**src/design/mem_config.svh**
```systemverilog
`ifndef MEM_CONFIG_SVH
`define MEM_CONFIG_SVH

// total bytes of the data memory
`define MEM_SIZE     8192

// byte-wide banks striped by the low address bits
`define NUM_BANKS    16
`define BANK_SEL_W   4

// row address inside one bank
`define ROW_W        9

// one access moves an 8-byte little-endian word
`define WORD_BYTES   8
`define BYTE_W       8

`define ADDR_W       64

`endif

```
**src/design/mem_pkg.sv**
```systemverilog
`include "mem_config.svh"

package mem_pkg;

    typedef enum logic [1:0]
    {
        OP_IDLE  = 2'd0,
        OP_READ  = 2'd1,
        OP_WRITE = 2'd2
    } memOp_e;

    // request as driven by the outside every cycle
    typedef struct packed
    {
        memOp_e                             op;
        logic [`ADDR_W-1:0]                 addr;
        logic [`WORD_BYTES*`BYTE_W-1:0]     wdata;
    } memReq_t;

    // travels beside a read through the pipe
    typedef struct packed
    {
        logic                               valid;
        logic [`BANK_SEL_W-1:0]             offset;
        logic                               err;
    } alignTag_t;

    // one row, one write byte and one enable per bank
    typedef struct packed
    {
        logic [`NUM_BANKS-1:0][`ROW_W-1:0]  row;
        logic [`NUM_BANKS-1:0]              wen;
        logic [`NUM_BANKS-1:0][`BYTE_W-1:0] wbyte;
        alignTag_t                          tag;
    } bankCmd_t;

    typedef struct packed
    {
        logic [`NUM_BANKS-1:0][`BYTE_W-1:0] rbyte;
        alignTag_t                          tag;
    } bankData_t;

    typedef struct packed
    {
        logic [`WORD_BYTES*`BYTE_W-1:0]     data;
        logic                               err;
    } memRsp_t;

endpackage

```
**src/design/memAddrDecode.sv**
```systemverilog
`include "mem_config.svh"

module memAddrDecode
(
    input  logic                i_clk,
    input  logic                i_rstN,
    input  mem_pkg::memReq_t    i_req,
    output mem_pkg::bankCmd_t   o_cmd
);

    // byte index inside the word
    localparam int WORD_SEL_W = $clog2(`WORD_BYTES);

    logic [`ADDR_W:0]       lastByte;
    logic                   err;
    logic                   isWrite;
    logic [`BANK_SEL_W-1:0] offset;
    logic [`ROW_W-1:0]      baseRow;
    logic [`ROW_W-1:0]      nextRow;
    mem_pkg::bankCmd_t      cmdD;

    //////////////////////////////////////////////////////////////////////
    // bounds check and address split
    //////////////////////////////////////////////////////////////////////

    // one extra bit so a huge address cannot wrap below the limit
    assign lastByte = {1'b0, i_req.addr} + (`WORD_BYTES - 1);

    assign err = (i_req.op != mem_pkg::OP_IDLE) && (lastByte >= `MEM_SIZE);

    assign isWrite = (i_req.op == mem_pkg::OP_WRITE) && !err;

    assign offset  = i_req.addr[`BANK_SEL_W-1:0];
    assign baseRow = i_req.addr[`BANK_SEL_W +: `ROW_W];
    assign nextRow = baseRow + 1'b1;

    //////////////////////////////////////////////////////////////////////
    // per-bank row, write lane and enable
    //////////////////////////////////////////////////////////////////////

    genvar b;
    for (b = 0; b < `NUM_BANKS; b++)
    begin : g_bank
        localparam logic [`BANK_SEL_W-1:0] BANK_ID = b;

        logic [`BANK_SEL_W-1:0] lane;

        // word byte that lands in this bank modulo 16
        assign lane = BANK_ID - offset;

        // banks below the start bank hold the tail of a crossing word
        assign cmdD.row[b] = (BANK_ID < offset) ? nextRow : baseRow;

        assign cmdD.wen[b] = isWrite && (lane < `WORD_BYTES);

        assign cmdD.wbyte[b] = i_req.wdata[lane[WORD_SEL_W-1:0]*`BYTE_W +: `BYTE_W];
    end

    // only reads come back out of the pipe
    assign cmdD.tag.valid  = (i_req.op == mem_pkg::OP_READ);
    assign cmdD.tag.offset = offset;
    assign cmdD.tag.err    = err;

    //////////////////////////////////////////////////////////////////////
    // stage 1 register
    //////////////////////////////////////////////////////////////////////

    always_ff @(posedge i_clk)
    begin
        o_cmd <= cmdD;
        if (!i_rstN)
        begin
            o_cmd.wen       <= '0;
            o_cmd.tag.valid <= 1'b0;
        end
    end

endmodule

```
**config.mk**
```make
export PLATFORM = sky130hd
export DESIGN_NAME = memAddrDecode
export DESIGN_NICKNAME = d
export VERILOG_FILES = /design/src/design/mem_pkg.sv /design/src/design/memAddrDecode.sv
export VERILOG_INCLUDE_DIRS = /design/src /design/src/design
export SDC_FILE = /design/constraint.sdc
export NUM_CORES = 1
export LEC_CHECK = 0
export BUFFER_PORTS_ARGS = -buffer_cell sky130_fd_sc_hd__buf_2
export CORE_AREA = 2 2 168 170
export DETAILED_ROUTE_END_ITERATION = 16
export DIE_AREA = 0 0 170 172
export GPL_ROUTABILITY_DRIVEN = 0
export GPL_TIMING_DRIVEN = 1
export PLACE_DENSITY = 0.74
export SETUP_SLACK_MARGIN = 0.05
export SLEW_MARGIN = 20
export SYNTH_ARGS = -nofsm -noshare
export SYNTH_HDL_FRONTEND = slang
export SYNTH_SLANG_ARGS = --single-unit
```
**constraint.sdc**
```tcl
create_clock -name i_clk -period 4.9 [get_ports i_clk]
set_input_delay 0.49 -clock i_clk [delete_from_list [all_inputs] [get_ports i_clk]]
set_output_delay 0.49 -clock i_clk [all_outputs]
set_load 0.005 [all_outputs]
```
==> results of run 1 <==
[layer usage]
| metal | global-route usage | wire (um) |
|---|---|---|
| met1 | 0.3250 | 15330 |
| met2 | 0.3915 | 17350 |
| met3 | 0.06432 | 3694 |
| met4 | 0.07581 | 1008 |
| met5 | 0 | 0 |
[metrics by stage]
step           hold slack (ps)  setup WS (ps)  total power, mW  instances  cell area (um2)
2_1_floorplan            517.7          411.7            2.729       1087            11310
3_3_place_gp             687.3          835.0            3.106       1745            13250
3_5_place_dp             692.0          642.9            3.124       1745            13260
4_1_cts                  138.0           1152            4.967       1789            14070
5_1_grt                  146.1          817.6            5.138       1791            14100
6_report                 160.1           1078            4.942       1793            14100
[synth_stat cells (8+ instances only)]
master    instances
mux2_2           59
a21oi_1          14
nand2_1         138
inv_1            17
mux4_2           64
nor3_1           11
nand4_1          28
nor4_2           10
dfxtp_1         230
xnor2_1          87
buf_4            67
buf_1            11
xor2_1           56
clkbuf_1         46
and3_1           18
nand3_1          28
a31oi_1           8
nor4_1           12
ha_1             15
nor2_1           61
o21ai_0          11
[power breakdown]
part | internal (mW) | total [mW] | switching (mW) | leakage [nW]
clock network | 1.08 | 1.84 | 0.760 | 0.400
registers | 2.05 | 2.14 | 0.0869 | 1.93
logic | 0.465 | 0.960 | 0.495 | 3.87
[path summary, 6_finish.rpt]
check | slack [ps] | endpoint | cells after the start | startpoint
min | 160 | o_cmd[5] | 2 | i_req[129]
max | 1080 | o_cmd[147] | 12 | i_req[66]
[cells by family (layout without fill, tap and decap cells)]
family | after synthesis | after routing | share of synthesized area
and+or+nand+nor | 356 | 356 | 0.1614
adders and majority gates | 15 | 15 | 0.01659
xor gates and xnor gates | 143 | 143 | 0.1107
muxes | 127 | 127 | 0.1897
buffers and inverters | 153 | 509 | 0.07655
DFF | 230 | 230 | 0.4071
AOI/OAI and AO/OA | 63 | 63 | 0.03794
other | 0 | 4 | 0
[area by class of cell]
| class | count | area share |
|---|---|---|
| Inverter | 19 | 0.005057 |
| Clock inverter | 8 | 0.006388 |
| Clock buffer | 36 | 0.05146 |
| Sequential cell | 230 | 0.3265 |
| Tap cell | 346 | 0.03070 |
| Antenna cell | 4 | 0.0007098 |
| Multi-Input combinational cell | 704 | 0.4170 |
| Timing Repair Buffer | 446 | 0.1622 |
==> flow_metrics.tcl, run 1 <==
set metrics [dict create \
    crit_type "in2reg" \
    path_buf_inv 3 \
    postLayoutCoreUtil 0.5133 \
    ys_seq_area_frac 0.4071 \
    period_needed_ps 3822 \
    cp.arrival_ps 4210 \
    top_register "o_cmd" \
    path_clk_slew_ps 60 \
    slew_headroom 0.2827 \
    fmax_mhz 261.7 \
    antenna_found_initial 3 \
    core-area_um2 27480 \
    final_cell_mix "424 x buf_2, 230 x dfxtp_1, 138 x nand2_1" \
    port_buffers 425 \
    synth_nets 1234 \
    cp_data_required_time_ps 5290 \
    finalMaxSlewViolations 0 \
    cts_num_sinks 230 \
    regArea_um2 4604 \
    numCtsBuffers 24 \
    syn_inst 1087 \
    ys_seq_elements 230 \
    initial_core_util 0.4117 \
    async_reset_ff_frac 0 \
    ir_worst_vdd_uv 206.9 \
    crit_path_cell_trace "buf_2 > clkinv_1 > buf_4 > ha_1 > a21boi_0 > nor4_2 > nand4_1 > o21ai_1 > and3_1 > nand4_1 > or4_1 > nor4b_1" \
    worst_pin_slew_ps 1074 \
    ioPinCount 426 \
    largest_reg_flops 230 \
    grt.total_usage 0.2446 \
    synth_cell_types 67 \
    synthFlopType "dfxtp_1" \
    endpoint_kind "flip-flop" \
    critPathMaxStageDelay_ps 910 \
    dieArea_um2 29240 \
    hold_viol 0 \
    startpoint_type "input pin" \
    cts_tree "yes" \
    slowest_stage "or4_1" \
    p_leak_nw 6.204 \
    grt_start_max_net_pins 59 \
    cts-htree-levels 1 \
    reg_top3 "o_cmd (230)" \
    yosys-top-cells-area "dfxtp_1 41%, mux4_2 13%, xnor2_1 6.7%" \
    ctsRootBufferMaster "clkbuf_16" \
    multi_input_area_um2 5881 \
    detail_route.iter0.violations 777 \
    globalRouteOverflowTotal 0 \
    antenna_left 0 \
    path_delay_family "simple AND/OR/NAND/NOR gates" \
    finalCritPeriodShare 0.7799 \
    grt_pass1_wl_um 54410 \
    num-fill-cells 2455 \
    clockBufferDepth 3 \
    status "finished clean" \
    cts_repair_resize_count 0 \
    netlist.area_leader.share 0.4071 \
    holdCritPathClass "in2reg" \
    vias 9755 \
    cellPowerDensity_nw_per_um2 350.5 \
    drive_gt1_frac 0.4428 \
    cp_max_fo 21 \
    yosysWarnings 0 \
    die_x_um 170 \
    fin_nets 1572 \
    finalSetupTns_ps 0 \
    cap_viol_max_count 0 \
    synth.avg_cell_area_um2 10.41 \
    hpwl_um 28560 \
    grt_pass1_vias 9307 \
    grt_setup_unrepaired "no" \
    drtPass1Iterations 5 \
    layout_commonest_cell "buf_2" \
    ctsHoldBuffers 0 \
    fp.dieH_um 172 \
    row_count 61 \
    synth-edff-count 0 \
    remaining_drc_errors 0 \
    synth_top_area_cell "dfxtp_1" \
    totalWireLength_um 37380 \
    wl_per_cell_um 20.85 \
    area_growth_pct 24.68 \
    critPathMostFrequentCell "nand4_1" \
    post-cts-setup-buffer-count 0 \
    via_per_inst 5.441 \
    syn_area_um2 11310 \
    setup_viol 0 \
]
(Power assumes the default switching activity.)
==> run 2, diff against run 1 <==
clock period = 4 ns   (was 4.9 ns; I/O delays follow)
==> run 2 against run 1 <==
Compared with the run above: critical path depth rose by 1; critical endpoint is now o_cmd[144]; non-clock buffer count rose by 11; clock-buffer cell count fell by 2; power rose by 25%; via count rose by 0.63%.
==> flow_metrics.tcl, run 2 (synthesis gave the netlist of run 1 again) <==
set metrics [dict create \
    cts_num_sinks 230 \
    drive_gt1_frac 0.4457 \
    hold_viol 0 \
    remaining_drc_errors 0 \
    grt_setup_unrepaired "no" \
    cp_data_required_time_ps 4390 \
    globalRouteOverflowTotal 0 \
    crit_type "in2reg" \
    startpoint_type "input pin" \
    wl_met2_um 17230 \
    worst_pin_slew_ps 1079 \
    path_clk_slew_ps 60 \
    core-area_um2 27480 \
    reg_top3 "o_cmd (230)" \
    slew_headroom 0.2757 \
    grt_pass1_wl_um 53610 \
    fin_nets 1583 \
    area_growth_pct 25.59 \
    totalWireLength_um 37380 \
    hpwl_um 28590 \
    vias 9816 \
    grt_pass1_vias 9080 \
    postLayoutSetupSlackWorst_ps 582.3 \
    cts_repair_resize_count 0 \
    numCtsBuffers 24 \
    finalMaxSlewViolations 0 \
    cp.arrival_ps 3810 \
    largest_reg_flops 230 \
    layout_commonest_cell "buf_2" \
    ctsHoldBuffers 0 \
    ctsRootBufferMaster "clkbuf_16" \
    holdCritPathClass "in2reg" \
    grt_start_max_net_pins 68 \
    cellPowerDensity_nw_per_um2 433.3 \
    initial_core_util 0.4117 \
    clockBufferDepth 3 \
    antenna_found_initial 4 \
    dieArea_um2 29240 \
    cp_max_fo 21 \
    final_cells 1803 \
    port_buffers 425 \
    finalSetupTns_ps 0 \
    postLayoutCoreUtil 0.5170 \
    highest_layer "met5" \
    setup_viol 0 \
    whs_ps 87.80 \
    period_needed_ps 3418 \
    cap_viol_max_count 0 \
    p_total_mw 6.155 \
    design_area_um2 14200 \
    cts_tree "yes" \
    via_per_inst 5.444 \
    post-cts-setup-buffer-count 0 \
    met1_length_um 15420 \
    ir_worst_vdd_uv 258.9 \
    detail_route.iter0.violations 887 \
    finalCritPeriodShare 0.8544 \
    antenna_left 0 \
    final_cell_mix "424 x buf_2, 230 x dfxtp_1, 138 x nand2_1" \
    wl_met3_um 3646 \
    drtPass1Iterations 5 \
    wl_per_cell_um 20.73 \
    cts-htree-levels 1 \
    ioPinCount 426 \
    status "finished clean" \
    dp_slack_ps 146.8 \
    die_x_um 170 \
    p_leak_nw 6.278 \
    fp.dieH_um 172 \
    row_count 61 \
    fmax_mhz 292.6 \
    grt.total_usage 0.2414 \
    dp_cells 1756 \
    place_area_um2 13340 \
    endpoint_kind "flip-flop" \
    top_register "o_cmd" \
]
run 2: worst max-delay path: stages:
cell	delay (ps)
buf_2	120
clkinv_1	60
buf_4	240
ha_1	290
a21boi_0	250
or4_1	680
nor3_1	230
nand4_1	120
a21oi_1	170
nand4_1	140
or4_1	540
buf_4	230
nor4b_1	330
run 2: per-layer routing:
layer | up-vias | global-route usage
met1 | 4728 | 0.3266
met4 | 2 | 0.07841
li1 | 4428 | -
met3 | 86 | 0.05676
met5 | - | 0
met2 | 572 | 0.3828
run 2: path summary, 6_finish.rpt:
kind        from    endpoint  slack, ps  cells after the start
min   i_req[129]    o_cmd[5]         90                      2
max    i_req[66]  o_cmd[144]        580                     13
run 2: layout make-up:
type / instances / area [um2]
Fill cell: 2441 / 13270
Antenna cell: 3 / 7.507
Multi-Input combinational cell: 704 / 5858
Clock buffer: 34 / 719.4
Timing Repair Buffer: 457 / 2370
Clock inverter: 10 / 141.4
Sequential cell: 230 / 4604
Inverter: 19 / 71.32
Tap cell: 346 / 432.9
run 2: power by group:
part | switching (mW) | internal (mW) | total, mW
Clock | 0.905 | 1.45 | 2.36
Combinational | 0.597 | 0.572 | 1.17
Sequential | 0.114 | 2.51 | 2.63
