===== config.mk =====
export PLATFORM = sky130hd
export DESIGN_NAME = memReadAlign
export DESIGN_NICKNAME = d
export VERILOG_FILES = /design/src/design/mem_pkg.sv /design/src/design/memReadAlign.sv
export VERILOG_INCLUDE_DIRS = /design/src /design/src/design
export SDC_FILE = /design/constraint.sdc
export NUM_CORES = 1
export LEC_CHECK = 0
export ABC_AREA = 1
export BUFFER_PORTS_ARGS = -buffer_cell sky130_fd_sc_hd__buf_2
export CORE_ASPECT_RATIO = 0.6
export CORE_UTILIZATION = 35
export DETAILED_ROUTE_END_ITERATION = 7
export GPL_ROUTABILITY_DRIVEN = 1
export PLACE_DENSITY = 0.61
export SETUP_SLACK_MARGIN = 0.4
export SYNTH_ARGS = -nofsm -noshare
export SYNTH_HDL_FRONTEND = slang
export SYNTH_SLANG_ARGS = --single-unit

===== constraint.sdc =====
create_clock -name i_clk -period 1.6 [get_ports i_clk]
set_clock_uncertainty 0.05 [all_clocks]
set_input_delay 0 -clock i_clk [delete_from_list [all_inputs] [get_ports i_clk]]
set_output_delay 0 -clock i_clk [all_outputs]
set_load 0.005 [all_outputs]

===== src/design/mem_config.svh =====
`ifndef MEM_CONFIG_SVH
`define MEM_CONFIG_SVH

// total bytes of the data memory
`define MEM_SIZE     8192

// byte-wide banks striped by the low address bits
`define NUM_BANKS    16
`define BANK_SEL_W   4

// row address inside one bank
`define ROW_W        9

// one access moves an 8-byte little-endian word
`define WORD_BYTES   8
`define BYTE_W       8

`define ADDR_W       64

`endif


===== src/design/mem_pkg.sv =====
`include "mem_config.svh"

package mem_pkg;

    typedef enum logic [1:0]
    {
        OP_IDLE  = 2'd0,
        OP_READ  = 2'd1,
        OP_WRITE = 2'd2
    } memOp_e;

    // request as driven by the outside every cycle
    typedef struct packed
    {
        memOp_e                             op;
        logic [`ADDR_W-1:0]                 addr;
        logic [`WORD_BYTES*`BYTE_W-1:0]     wdata;
    } memReq_t;

    // travels beside a read through the pipe
    typedef struct packed
    {
        logic                               valid;
        logic [`BANK_SEL_W-1:0]             offset;
        logic                               err;
    } alignTag_t;

    // one row, one write byte and one enable per bank
    typedef struct packed
    {
        logic [`NUM_BANKS-1:0][`ROW_W-1:0]  row;
        logic [`NUM_BANKS-1:0]              wen;
        logic [`NUM_BANKS-1:0][`BYTE_W-1:0] wbyte;
        alignTag_t                          tag;
    } bankCmd_t;

    typedef struct packed
    {
        logic [`NUM_BANKS-1:0][`BYTE_W-1:0] rbyte;
        alignTag_t                          tag;
    } bankData_t;

    typedef struct packed
    {
        logic [`WORD_BYTES*`BYTE_W-1:0]     data;
        logic                               err;
    } memRsp_t;

endpackage


===== src/design/memReadAlign.sv =====
`include "mem_config.svh"

module memReadAlign
(
    input  logic                i_clk,
    input  logic                i_rstN,
    input  mem_pkg::bankData_t  i_data,
    output mem_pkg::memRsp_t    o_rsp,
    output logic                o_rspValid
);

    logic [`WORD_BYTES*`BYTE_W-1:0] word;

    //////////////////////////////////////////////////////////////////////
    // rotate bank bytes into word order
    //////////////////////////////////////////////////////////////////////

    genvar k;
    for (k = 0; k < `WORD_BYTES; k++)
    begin : g_byte
        localparam logic [`BANK_SEL_W-1:0] BYTE_ID = k;

        logic [`BANK_SEL_W-1:0] sel;

        // wraps past bank 15 back to bank 0
        assign sel = i_data.tag.offset + BYTE_ID;

        assign word[k*`BYTE_W +: `BYTE_W] = i_data.rbyte[sel];
    end

    //////////////////////////////////////////////////////////////////////
    // stage 3 register
    //////////////////////////////////////////////////////////////////////

    always_ff @(posedge i_clk)
    begin
        // out of range reads return zero
        o_rsp.data <= i_data.tag.err ? '0 : word;
        o_rsp.err  <= i_data.tag.err;
        if (!i_rstN)
        begin
            o_rspValid <= 1'b0;
        end
        else
        begin
            o_rspValid <= i_data.tag.valid;
        end
    end

endmodule


==> summary.txt, run 1 <==
Route
  – Drt first pass iters: 6
  – Remaining DRCs: 0
  – Final ANT Viol Nets: 0
  – Via count: 9834
  – Drt total wl: 33.3 mm
  – Starting DRT DRC Count: 1086
  – DR WL/cell: 19.4 um
  – Routed vias/inst: 5.73

Synthesis
  – Sequential area share after synthesis: 19.0%
  – Yosys reg bits: 66
  – YS warnings: 0
  – Mapped cell area: ~7000 sq um
  – Post-Syn Instances: 1278
  – Top-area cell type share of the netlist area: 36.8%
  – Synth Area per Inst: 5.45 sq um
  – Syn Nets: 1422
  – Post-synth top area cell: nand3_1
  – Distinct cells, synth: 19
  – Top cells by area, synth: nand3_1, nand2_1, dfxtp_1

Critical path
  – Critical Path AT: 1.36 ns
  – Crit path required time: between 1.5 and 2 ns
  – Critical path capture point type: register
  – Startpoint Class: primary input
  – Setup CP Type: in2reg
  – CP max FO: 28

Finish
  – Final Non-Filler Cells: 1716
  – Share of cells above drive strength 1: 22.1%
  – Post-Layout Inst Area: 8940 sq um
  – Post-layout util: 46.4%
  – P&R area growth vs syn: 28.5%
  – Reg area: 1320 sq um
  – Area of the multi-input gates: 5310 sq um
  – Fill count: 2119
  – Nets: 1590
  – N_diodes: 0

Run status
  – Outcome: complete, no violations

STA
  – TNS Setup: 0 ns
  – Final period utilization: 71.8%
  – Worst setup margin: 0.450 ns
  – Worst-margin pin slew: 0.450 ns
  – Final hold vios: 0
  – Fmax: roughly 870 MHz
  – Pins Over Slew Limit: 0
  – Min Hold Slack: between 0.006 and 0.007 ns
  – Unrepaired setup endpoints after global routing: yes
  – Worst relative slew slack: 70.0%
  – Final setup violation count: 0
  – Tmin final: about 1.1 ns

Clocking
  – TritonCTS buffer count: 9
  – Post-CTS Setup Inserts: 0
  – H-Tree Depth: 3
  – Clk buf depth: 2
  – Root Driver: clkbuf_16
  – CTS sink cnt: 66
  – CTS tree: built
  – Worst-path clk slew: 0.05 ns

Power
  – Pwr dens: 790 nW/um^2
  – Peak supply drop: 442 uV
  – Total power draw: approximately 7.1 mW
  – Leak pwr: 4.67 nW

Placement
  – # placed instances: 1698
  – Port bufs: 201
  – Setup Slack @ Placement: roughly 0.097 ns
  – Post-place instance area: 8570 sq um
  – Placer Congestion: around 0.96
  – Hpwl dp: 25.7 mm

Floorplan
  – I/O pin count: 202
  – Die Y: between 100 and 150 um
  – Std cell rows: 39
  – Core footprint: 19300 sq um
  – Initial Util: a little over a third
  – Die extent in x: 184 um
  – Die area: approximately 20000 sq um

Global route
  – Antenna violations before repair: 0
  – GRT Total Usage: 31.9%
  – GRT overflow: 0
  – Global-route wire length before repair: 49.6 mm
  – Vias in the first global route: 9086
  – Largest net degree at the start of global routing: 98

Worst hold path
  – Type of the most critical hold path: in2reg

Flow run
  – Max cap viols: 0
## placed cells by master (no fill, tap or decap), types with 2 or more instances in the layout
cell type | synthesis | layout
nand2_1 | 497 | 497
nand3_1 | 512 | 469
buf_2 | 20 | 199
dfxtp_1 | 66 | 66
a21oi_1 | 48 | 47
nand3_2 | 0 | 43
nor2_1 | 34 | 34
buf_4 | 15 | 23
buf_12 | 0 | 18
clkbuf_16 | 0 | 10
inv_1 | 10 | 8
xor2_2 | 6 | 5
ha_1 | 8 | 5
inv_2 | 4 | 3
ha_4 | 0 | 3
clkbuf_8 | 0 | 3
inv_4 | 1 | 2
a21oi_2 | 1 | 2
dlygate4sd3_1 | 0 | 2
## kinds of logic (layout without fill, tap and decap cells)
group	after synthesis	count (layout)	synth area share [%]
fa+ha+maj	8	8	1.44
simple gates	1044	1044	65.5
buf+inv	103	275	8.70
flops	66	66	19.0
xor+xnor	7	7	1.64
compound gates	50	50	3.74
## critical path: stages
cell	delay, ns
clkbuf_4	0.17
inv_12	0.05
ha_4	0.35
inv_4	0.07
buf_12	0.16
nand3_1	0.11
nand3_1	0.07
nand2_1	0.11
nand2_1	0.06
a21oi_1	0.18
## synth_stat cells
| library cell | instances |
|---|---|
| buf_2 | 20 |
| nor2_1 | 34 |
| dfxtp_1 | 66 |
| nand2_1 | 497 |
| nor2_2 | 1 |
| a21oi_1 | 48 |
| inv_1 | 10 |
| xor2_2 | 6 |
| buf_6 | 18 |
| buf_4 | 15 |
| ha_1 | 8 |
| nand3_1 | 512 |
| inv_4 | 1 |
| xnor2_2 | 1 |
| inv_2 | 4 |
| clkbuf_1 | 21 |
| a21boi_2 | 1 |
| buf_1 | 14 |
| a21oi_2 | 1 |
## power by group
group | switching (mW) | leakage, nW | internal, mW
Combinational | 1.97 | 3.97 | 1.13
Clock | 0.758 | 0.152 | 1.32
Sequential | 0.0604 | 0.547 | 1.83
Total | 2.78 | 4.67 | 4.29
## metal layers
| layer | wire (um) | vias up | GRT usage [%] | share of wire (%) |
|---|---|---|---|---|
| met5 | 0 | - | 0 | 0 |
| met3 | 3230 | 97 | 4.99 | 9.7 |
| met1 | 14200 | 4494 | 43.4 | 43 |
| met2 | 14400 | 590 | 49.0 | 43 |
| li1 | - | 4653 | - | - |
| met4 | 1510 | 0 | 15.2 | 4.5 |
## final timing paths
kind       from   endpoint  slack, ns  cells after the start
max   i_data[2]  o_rsp[12]       0.45                     10
min   i_data[0]   o_rsp[0]      0.007                      2
## cell type report
type,instances,area share [%]
multi-input cells,1109,59.4
repair buffers,245,17.8
clock buffers,13,3.02
well taps,266,3.72
flip-flops and latches,66,14.8
inverters,15,0.909
clock inverters,2,0.392
## sequential cells by signal (all words and copies together) (netlist names)
| signal | count |
|---|---|
| o_rspValid | 1 |
| o_rsp | 65 |
## timing repair
item | CTS | global route
hold buffers | 2 | 0
endpoints found under the setup margin | 0 | 15
resized for setup | 0 | 4
hold endpoints to repair | 1 | 0
(Power assumes the default switching activity.)
==> inputs of run 2 (changes only) <==
- PLACE_DENSITY: 0.61 -> 0.59
- clock period: 1.6 -> 1.1 ns (I/O delays scaled with it)
==> run 2 against run 1 <==
Worst setup slack got worse by 0.39 ns. Wire length increased by 8.7%. Via count increased by 4.3%. Global-route usage increased by 1.6 points. Design area increased by 11%. Flip-flop and latch count unchanged. Clock power increased by 45%. Utilization increased by 5.3 points. Clock-buffer cell count decreased by 1. Sequential share of layout area decreased by 1.5 points. Power increased by 55%. First-iteration DRC count increased by 1.0%. Critical path type unchanged.
==> summary.txt, run 2 (synthesis gave the netlist of run 1 again) <==
Clocking
  – Worst-path clk slew: 0.06 ns (about the same)
  – Root Driver: clkbuf_16
  – H-Tree Depth: 3 (unchanged)
  – Clk buf depth: 2 (unchanged)
  – CTS tree: built
  – CTS sink cnt: 66 (unchanged)
  – TritonCTS buffer count: 9 (unchanged)

Floorplan
  – Die extent in x: 184 um (unchanged)
  – Std cell rows: 39 (unchanged)
  – Initial Util: 36.1% (unchanged)
  – Core footprint: 19300 sq um (unchanged)
  – Die area: 20500 sq um (unchanged)
  – I/O pin count: 202 (unchanged)
  – Die Y: 111 um (unchanged)

Finish
  – Reg area: 1320 sq um (unchanged)
  – Fill count: 2024 (-4.5%)
  – Largest register FFs: 65 (unchanged)
  – Nets: 1627 (+2.3%)
  – Largest reg by FF count: o_rsp
  – Commonest non-fill, non-tap cell in the layout: nand2_1
  – N_diodes: 0 (unchanged)
  – Share of cells above drive strength 1: 29.6% (+7.4 points)
  – P&R area growth vs syn: 43.2%
  – Most frequent cells in the layout: nand2_1, nand3_1, buf_2
  – Area of the multi-input gates: 5650 sq um (+6.4%)
  – Biggest regs: o_rsp x65, o_rspValid x1

Global route
  – Antenna violations before repair: 1 (+1)
  – Met1 Track Usage GR: 44.9% (+1.4 points)
  – M3 GR Usage: 5.98% (+0.99 points)
  – GR peak layer: met2
  – Largest net degree at the start of global routing: 66 (-33%)
  – Vias in the first global route: 9337 (+2.8%)
  – GRT overflow: 0 (unchanged)
  – Global routing usage on met2: 52.3% (+3.4 points)
  – Global-route wire length before repair: 52.3 mm (+5.4%)
  – GRT Total Usage: 33.5% (+1.6 points)

STA
  – Unrepaired setup endpoints after global routing: yes
  – Final setup violation count: 0 (unchanged)
  – Worst setup margin: 0.0575 ns (-0.393 ns)
  – Final period utilization: 94.8%
  – Tmin final: 1.04 ns
  – Final hold vios: 0 (unchanged)
  – Fmax: 959 MHz
  – Pins Over Slew Limit: 0 (unchanged)
  – TNS Setup: 0 ns (unchanged)
  – Worst-margin pin slew: 0.343 ns (-0.107 ns)
  – Worst relative slew slack: 77.2% (+7.1 points)

Power
  – Pwr dens: 1100 nW/um^2 (+39%)
  – Pint: 6.54 mW (+53%)
  – Clock network fraction of total power: 27.6% (-1.8 points)
  – Peak supply drop: 687 uV (+55%)
  – Leak pwr: 5.08 nW (+8.7%)
  – Switching part of the total power: 40.2% (+0.80 points)
  – Seq pwr share: 25.1% (-1.7 points)
  – Combinational share of power: 47.3% (+3.5 points)
  – Net Sw Power: 4.39 mW (+58%)

Route
  – Remaining DRCs: 0 (unchanged)
  – Via count: 10300 (+4.3%)
  – Routed vias/inst: 5.85 (+2.0%)
  – Final ANT Viol Nets: 0 (unchanged)
  – DR WL/cell: 20.6 um (+6.4%)
  – Drt first pass iters: 7 (+1)
  – Drt total wl: 36.2 mm (+8.7%)
  – Starting DRT DRC Count: 1097 (+1.0%)

Critical path
  – Critical path capture point type: register
  – Setup CP Type: in2reg
  – CP max stage cell: ha_4
  – Delay-heaviest family, CP: buffers and inverters
  – Buf/Inv on CP: 4 (unchanged)
  – Critical Path AT: 1.27 ns (-0.09 ns)
  – CP max FO: 28 (unchanged)
  – Crit path required time: 1.32 ns (-0.49 ns)
  – Startpoint Class: primary input
  – CP peak stage delay: 0.35 ns (about the same)
  – Critical Path, Cell by Cell: buf_6 -> inv_6 -> ha_4 -> inv_8 -> buf_12 -> nand3_1 -> nand3_1 -> nand2_1 -> nand2_1 -> a21oi_1

Placement
  – Hpwl dp: 26.7 mm (+4.0%)
  – Setup Slack @ Placement: -0.428 ns (-0.526 ns)
  – Port bufs: 201 (unchanged)
  – Placer Congestion: 1.00 (+4.5%)

Flow run
  – Max cap viols: 0 (unchanged)

Worst hold path
  – Type of the most critical hold path: in2reg

Run status
  – Outcome: complete, no violations
-- run 2: cell count changes in the layout (fill, tap and decap cells not counted), sizes merged --
cell and change:
buf +32, clkbuf +4, clkinvlp +2
-- run 2: repair_timing --
action | 4_1_cts | 5_1_grt
hold buffers | 2 | 0
pin swaps | 17 | 7
gates cloned | 4 | 9
setup endpoints to repair | 130 | 130
gates resized for setup | 75 | 67
setup buffers | 2 | 0
endpoints found under the hold margin | 1 | 0
-- run 2: power groups by stage --
| stage | Clock [mW] | Sequential [mW] | Combinational [mW] |
|---|---|---|---|
| after floorplan | 0 | 2.82 | 2.88 |
| after global placement | 0 | 2.80 | 4.49 |
| after detailed placement | 0 | 2.80 | 4.49 |
| after CTS | 3.06 | 2.74 | 4.76 |
| after global routing | 3.18 | 2.76 | 5.57 |
| final | 3.02 | 2.74 | 5.17 |
-- run 2: path summary, 6_finish.rpt --
path,start,end,slack (ns),cells past startpoint
setup / recovery,i_data[1],o_rsp[48],0.06,10
hold / removal,i_data[0],o_rsp[0],0.02,2
-- run 2: routing by layer --
metal,wire [um],vias to the layer above
met1,15400,4731
met5,13,-
met3,3770,109
met4,1420,2
li1,-,4741
met2,15700,671
-- run 2: through the flow --
stage	power [mW]	instance area, sq um	std cells	hold slack (ns)	utilization, %
after floorplan	5.70	7520	1278	-0.0223	-
after detailed placement	7.28	8770	1721	0.150	45.5
after global routing	11.5	9970	1754	0.0218	51.7
after global placement	7.29	8770	1721	0.127	45.5
final	10.9	9970	1754	0.0180	51.7
after CTS	10.6	9510	1745	0.0121	49.3
-- run 2: final cells by class --
type                            count  area share (%)
Sequential cell                    66            13.3
Clock buffer                       12            2.57
Tap cell                          266            3.34
Multi-Input combinational cell   1109            56.7
Timing Repair Buffer              282            22.6
Clock inverter                      4           0.502
Inverter                           15            1.03
==> inputs of run 3 (changes only) <==
- ABC_AREA: 1 -> 0
==> run 3 against run 2 <==
Global-route usage is 6.6 points lower. Highest routed layer unchanged. Power grew 2.0%. Hold slack gained 0.016 ns. The run now ends with design-rule violations, negative setup slack left. Non-clock buffer count grew 92. Clock-buffer cell count increased by 2.
==> summary.txt, run 3 <==
Synthesis
  – Top-area cell type share of the netlist area: 43.5% (+6.7 points)
  – Most frequent cell after synthesis: mux4_2
  – Yosys reg bits: 66 (unchanged)
  – YS warnings: 0 (unchanged)
  – Syn Nets: 626 (-56%)
  – Sequential area share after synthesis: 20.0% (+0.98 points)
  – Distinct cells, synth: 28 (+9)
  – Post-synth top area cell: mux4_2
  – Post-Syn Instances: 482 (-62%)
  – Synth Area per Inst: 13.7 sq um (+150%)
  – Top cells by area, synth: mux4_2, dfxtp_1, mux2i_1
  – EDFF count, synth: 0 (unchanged)
  – Most common library cells after synthesis: mux4_2, mux2i_1, dfxtp_1, o22ai_1, a211oi_1
  – Most common flop cell mapped by yosys: dfxtp_1
  – Mapped cell area: 6620 sq um (-4.9%)
  – Post-synthesis async set-or-reset flop share: 0% (unchanged)

Power
  – Switching part of the total power: 32.3% (-7.9 points)
  – Peak supply drop: 732 uV (+6.6%)
  – Clock network fraction of total power: 25.3% (-2.3 points)
  – Net Sw Power: 3.60 mW (-18%)
  – Seq pwr share: 25.6% (+0.5 points)
  – Pint: 7.56 mW (+16%)
  – Leak pwr: 4.60 nW (-9.3%)
  – Pwr dens: 1050 nW/um^2 (-4.6%)
  – Combinational share of power: 49.0% (+1.7 points)

Global route
  – GRT overflow: 0 (unchanged)
  – Antenna violations before repair: 3 (+2)
  – Largest net degree at the start of global routing: 41 (-38%)
  – GRT Total Usage: 26.9% (-6.6 points)
  – Global-route wire length before repair: 38.8 mm (-26%)
  – Vias in the first global route: 6528 (-30%)

Route
  – Max layer used: met5
  – Remaining DRCs: 28 (+28)
  – Via count: 6678 (-35%)
  – Metal-1 WL: 10.4 mm (-33%)
  – Metal2 WL: 13.0 mm (-17%)
  – Starting DRT DRC Count: 730 (-33%)
  – Final ANT Viol Nets: 0 (unchanged)
  – Met3 WL: 3.03 mm (-20%)
  – Drt first pass iters: 6 (-1)
  – Drt total wl: 27.0 mm (-26%)
  – Routed vias/inst: 6.31 (+8.0%)
  – DR WL/cell: 25.5 um (+23%)

Clocking
  – CTS tree: built
  – H-Tree Depth: 3 (unchanged)
  – Worst-path clk slew: 0.06 ns (about the same)
  – TritonCTS buffer count: 9 (unchanged)
  – Clk buf depth: 2 (unchanged)
  – Root Driver: clkbuf_16
  – CTS sink cnt: 66 (unchanged)

Finish
  – Biggest regs: o_rsp x65, o_rspValid x1
  – Fill count: 1441 (-29%)
  – P&R area growth vs syn: 61.0%
  – Nets: 955 (-41%)
  – Final Non-Filler Cells: 1058 (-40%)
  – Largest reg by FF count: o_rsp
  – Share of cells above drive strength 1: 75.0% (+45 points)
  – Area of the multi-input gates: 5270 sq um (-6.8%)
  – Commonest non-fill, non-tap cell in the layout: buf_2
  – Largest register FFs: 65 (unchanged)
  – Most frequent cells in the layout: buf_2, mux4_2, mux2i_1
  – Reg area: 1360 sq um (+2.9%)

Placement
  – # placed instances: 972 (-44%)
  – Port bufs: 201 (unchanged)
  – Hpwl dp: 19.0 mm (-29%)
  – Placer Congestion: 0.915 (-8.5%)

STA
  – Worst relative slew slack: 73.6% (-3.6 points)
  – Final period utilization: 133% (+38 points)
  – Tmin final: 1.46 ns (+0.415 ns)
  – Final setup violation count: 64 (+64)
  – Worst setup margin: -0.358 ns (-0.415 ns)
  – Worst-margin pin slew: 0.385 ns (+0.0427 ns)
  – Pins Over Slew Limit: 0 (unchanged)
  – Unrepaired setup endpoints after global routing: yes
  – Fmax: 686 MHz (-28%)
  – TNS Setup: -11.83 ns (-11.83 ns)
  – Final hold vios: 0 (unchanged)

Floorplan
  – Die Y: 109 um (-2.4%)
  – Die area: 19500 sq um (-4.9%)
  – Die extent in x: 180 um (-2.5%)
  – Core footprint: 18300 sq um (-5.0%)
  – Initial Util: 36.2% (+0.041 points)
  – Std cell rows: 38 (-2.6%)
  – I/O pin count: 202 (unchanged)

Run status
  – Outcome: finished, violations left
  – Failing checks: design-rule violations, negative setup slack

Worst hold path
  – Type of the most critical hold path: in2reg
  – Hold Path Sink: o_rsp[0]
  – Min-Delay Startpoint: i_data[0]
  – Hold Path Stages: 2 (unchanged)

Critical path
  – Buf/Inv on CP: 4 (unchanged)
  – Setup CP Type: in2reg
  – CP peak stage delay: 0.52 ns (+0.17 ns)
  – CP max stage cell: mux4_2
  – CP max FO: 8 (-71%)
  – Crit path required time: 1.27 ns (-0.05 ns)
  – Startpoint Class: primary input
  – Critical path capture point type: register
  – Critical Path, Cell by Cell: buf_12 -> inv_8 -> ha_4 -> buf_4 -> clkbuf_16 -> mux4_2 -> mux2i_1 -> o22ai_1
  – Critical Path AT: 1.63 ns (+0.36 ns)
  – Delay-heaviest family, CP: multiplexers

Flow run
  – Max cap viols: 0 (unchanged)
==> run 3: cell type report <==
cell class	count	share of cell area (%)
clock buffer	14	2.57
clock inverter	2	0.0939
multi-input combinational	357	49.4
tap	240	2.82
timing repair buffer	374	32.0
antenna	2	0.0470
inverter	3	0.294
sequential	66	12.8
==> run 3: cells by family (layout without fill, tap and decap cells) <==
group	Yosys count	in the layout	synth area share, %
flip-flops	66	66	20.0
AO/OA/AOI/OAI	83	83	8.75
multiplexers	230	230	59.0
XOR/XNOR	8	8	2.59
other	0	2	0
AND/OR/NAND/NOR	28	28	2.46
adder cells (fa/ha/maj)	8	8	1.51
buffers and inverters	59	393	5.76
==> run 3: metal layers <==
metal  up-vias  track usage (%)
met4         2             9.24
met2       512             44.9
li1       2742                -
met1      3373             34.6
met5         -                0
met3        49             6.47
==> run 3: through the flow <==
stage	util (%)	power (mW)	setup WS (ns)	hold slack [ns]	area (sq um)
2_1_floorplan	-	5.54	-0.928	-0.0223	6900
3_3_place_gp	47.9	7.13	-0.642	0.156	8770
3_5_place_dp	47.9	7.25	-0.663	0.157	8770
4_1_cts	54.6	10.7	-0.244	0.0192	9990
5_1_grt	58.2	11.6	-0.414	0.0300	10700
6_report	58.2	11.2	-0.358	0.0341	10700
==> run 3: how the worst max path moves through the flow <==
stage | start | cells after the start | endpoint | slack (ns)
2_1_floorplan | i_data[1] | 11 | o_rsp[29] | -0.93
3_3_place_gp | i_data[2] | 7 | o_rsp[62] | -0.64
3_5_place_dp | i_data[2] | 7 | o_rsp[31] | -0.66
4_1_cts | i_data[1] | 7 | o_rsp[31] | -0.24
5_1_grt | i_data[1] | 8 | o_rsp[26] | -0.41
6_report | i_data[1] | 8 | o_rsp[58] | -0.36
==> run 3: power by group through the flow <==
stage	clock network, mW	registers (mW)	logic (mW)
3_3_place_gp	0	2.86	4.27
2_1_floorplan	0	2.89	2.65
5_1_grt	2.97	2.89	5.74
3_5_place_dp	0	2.86	4.39
6_report	2.83	2.86	5.47
4_1_cts	2.86	2.84	4.97
==> run 3: timing repair <==
action,4_1_cts,5_1_grt
gates cloned,15,2
buffers inserted,26,23
endpoints found under the hold margin,1,0
endpoints found under the setup margin,130,130
resized for setup,75,93
hold buffers,2,0
pin swaps,24,33
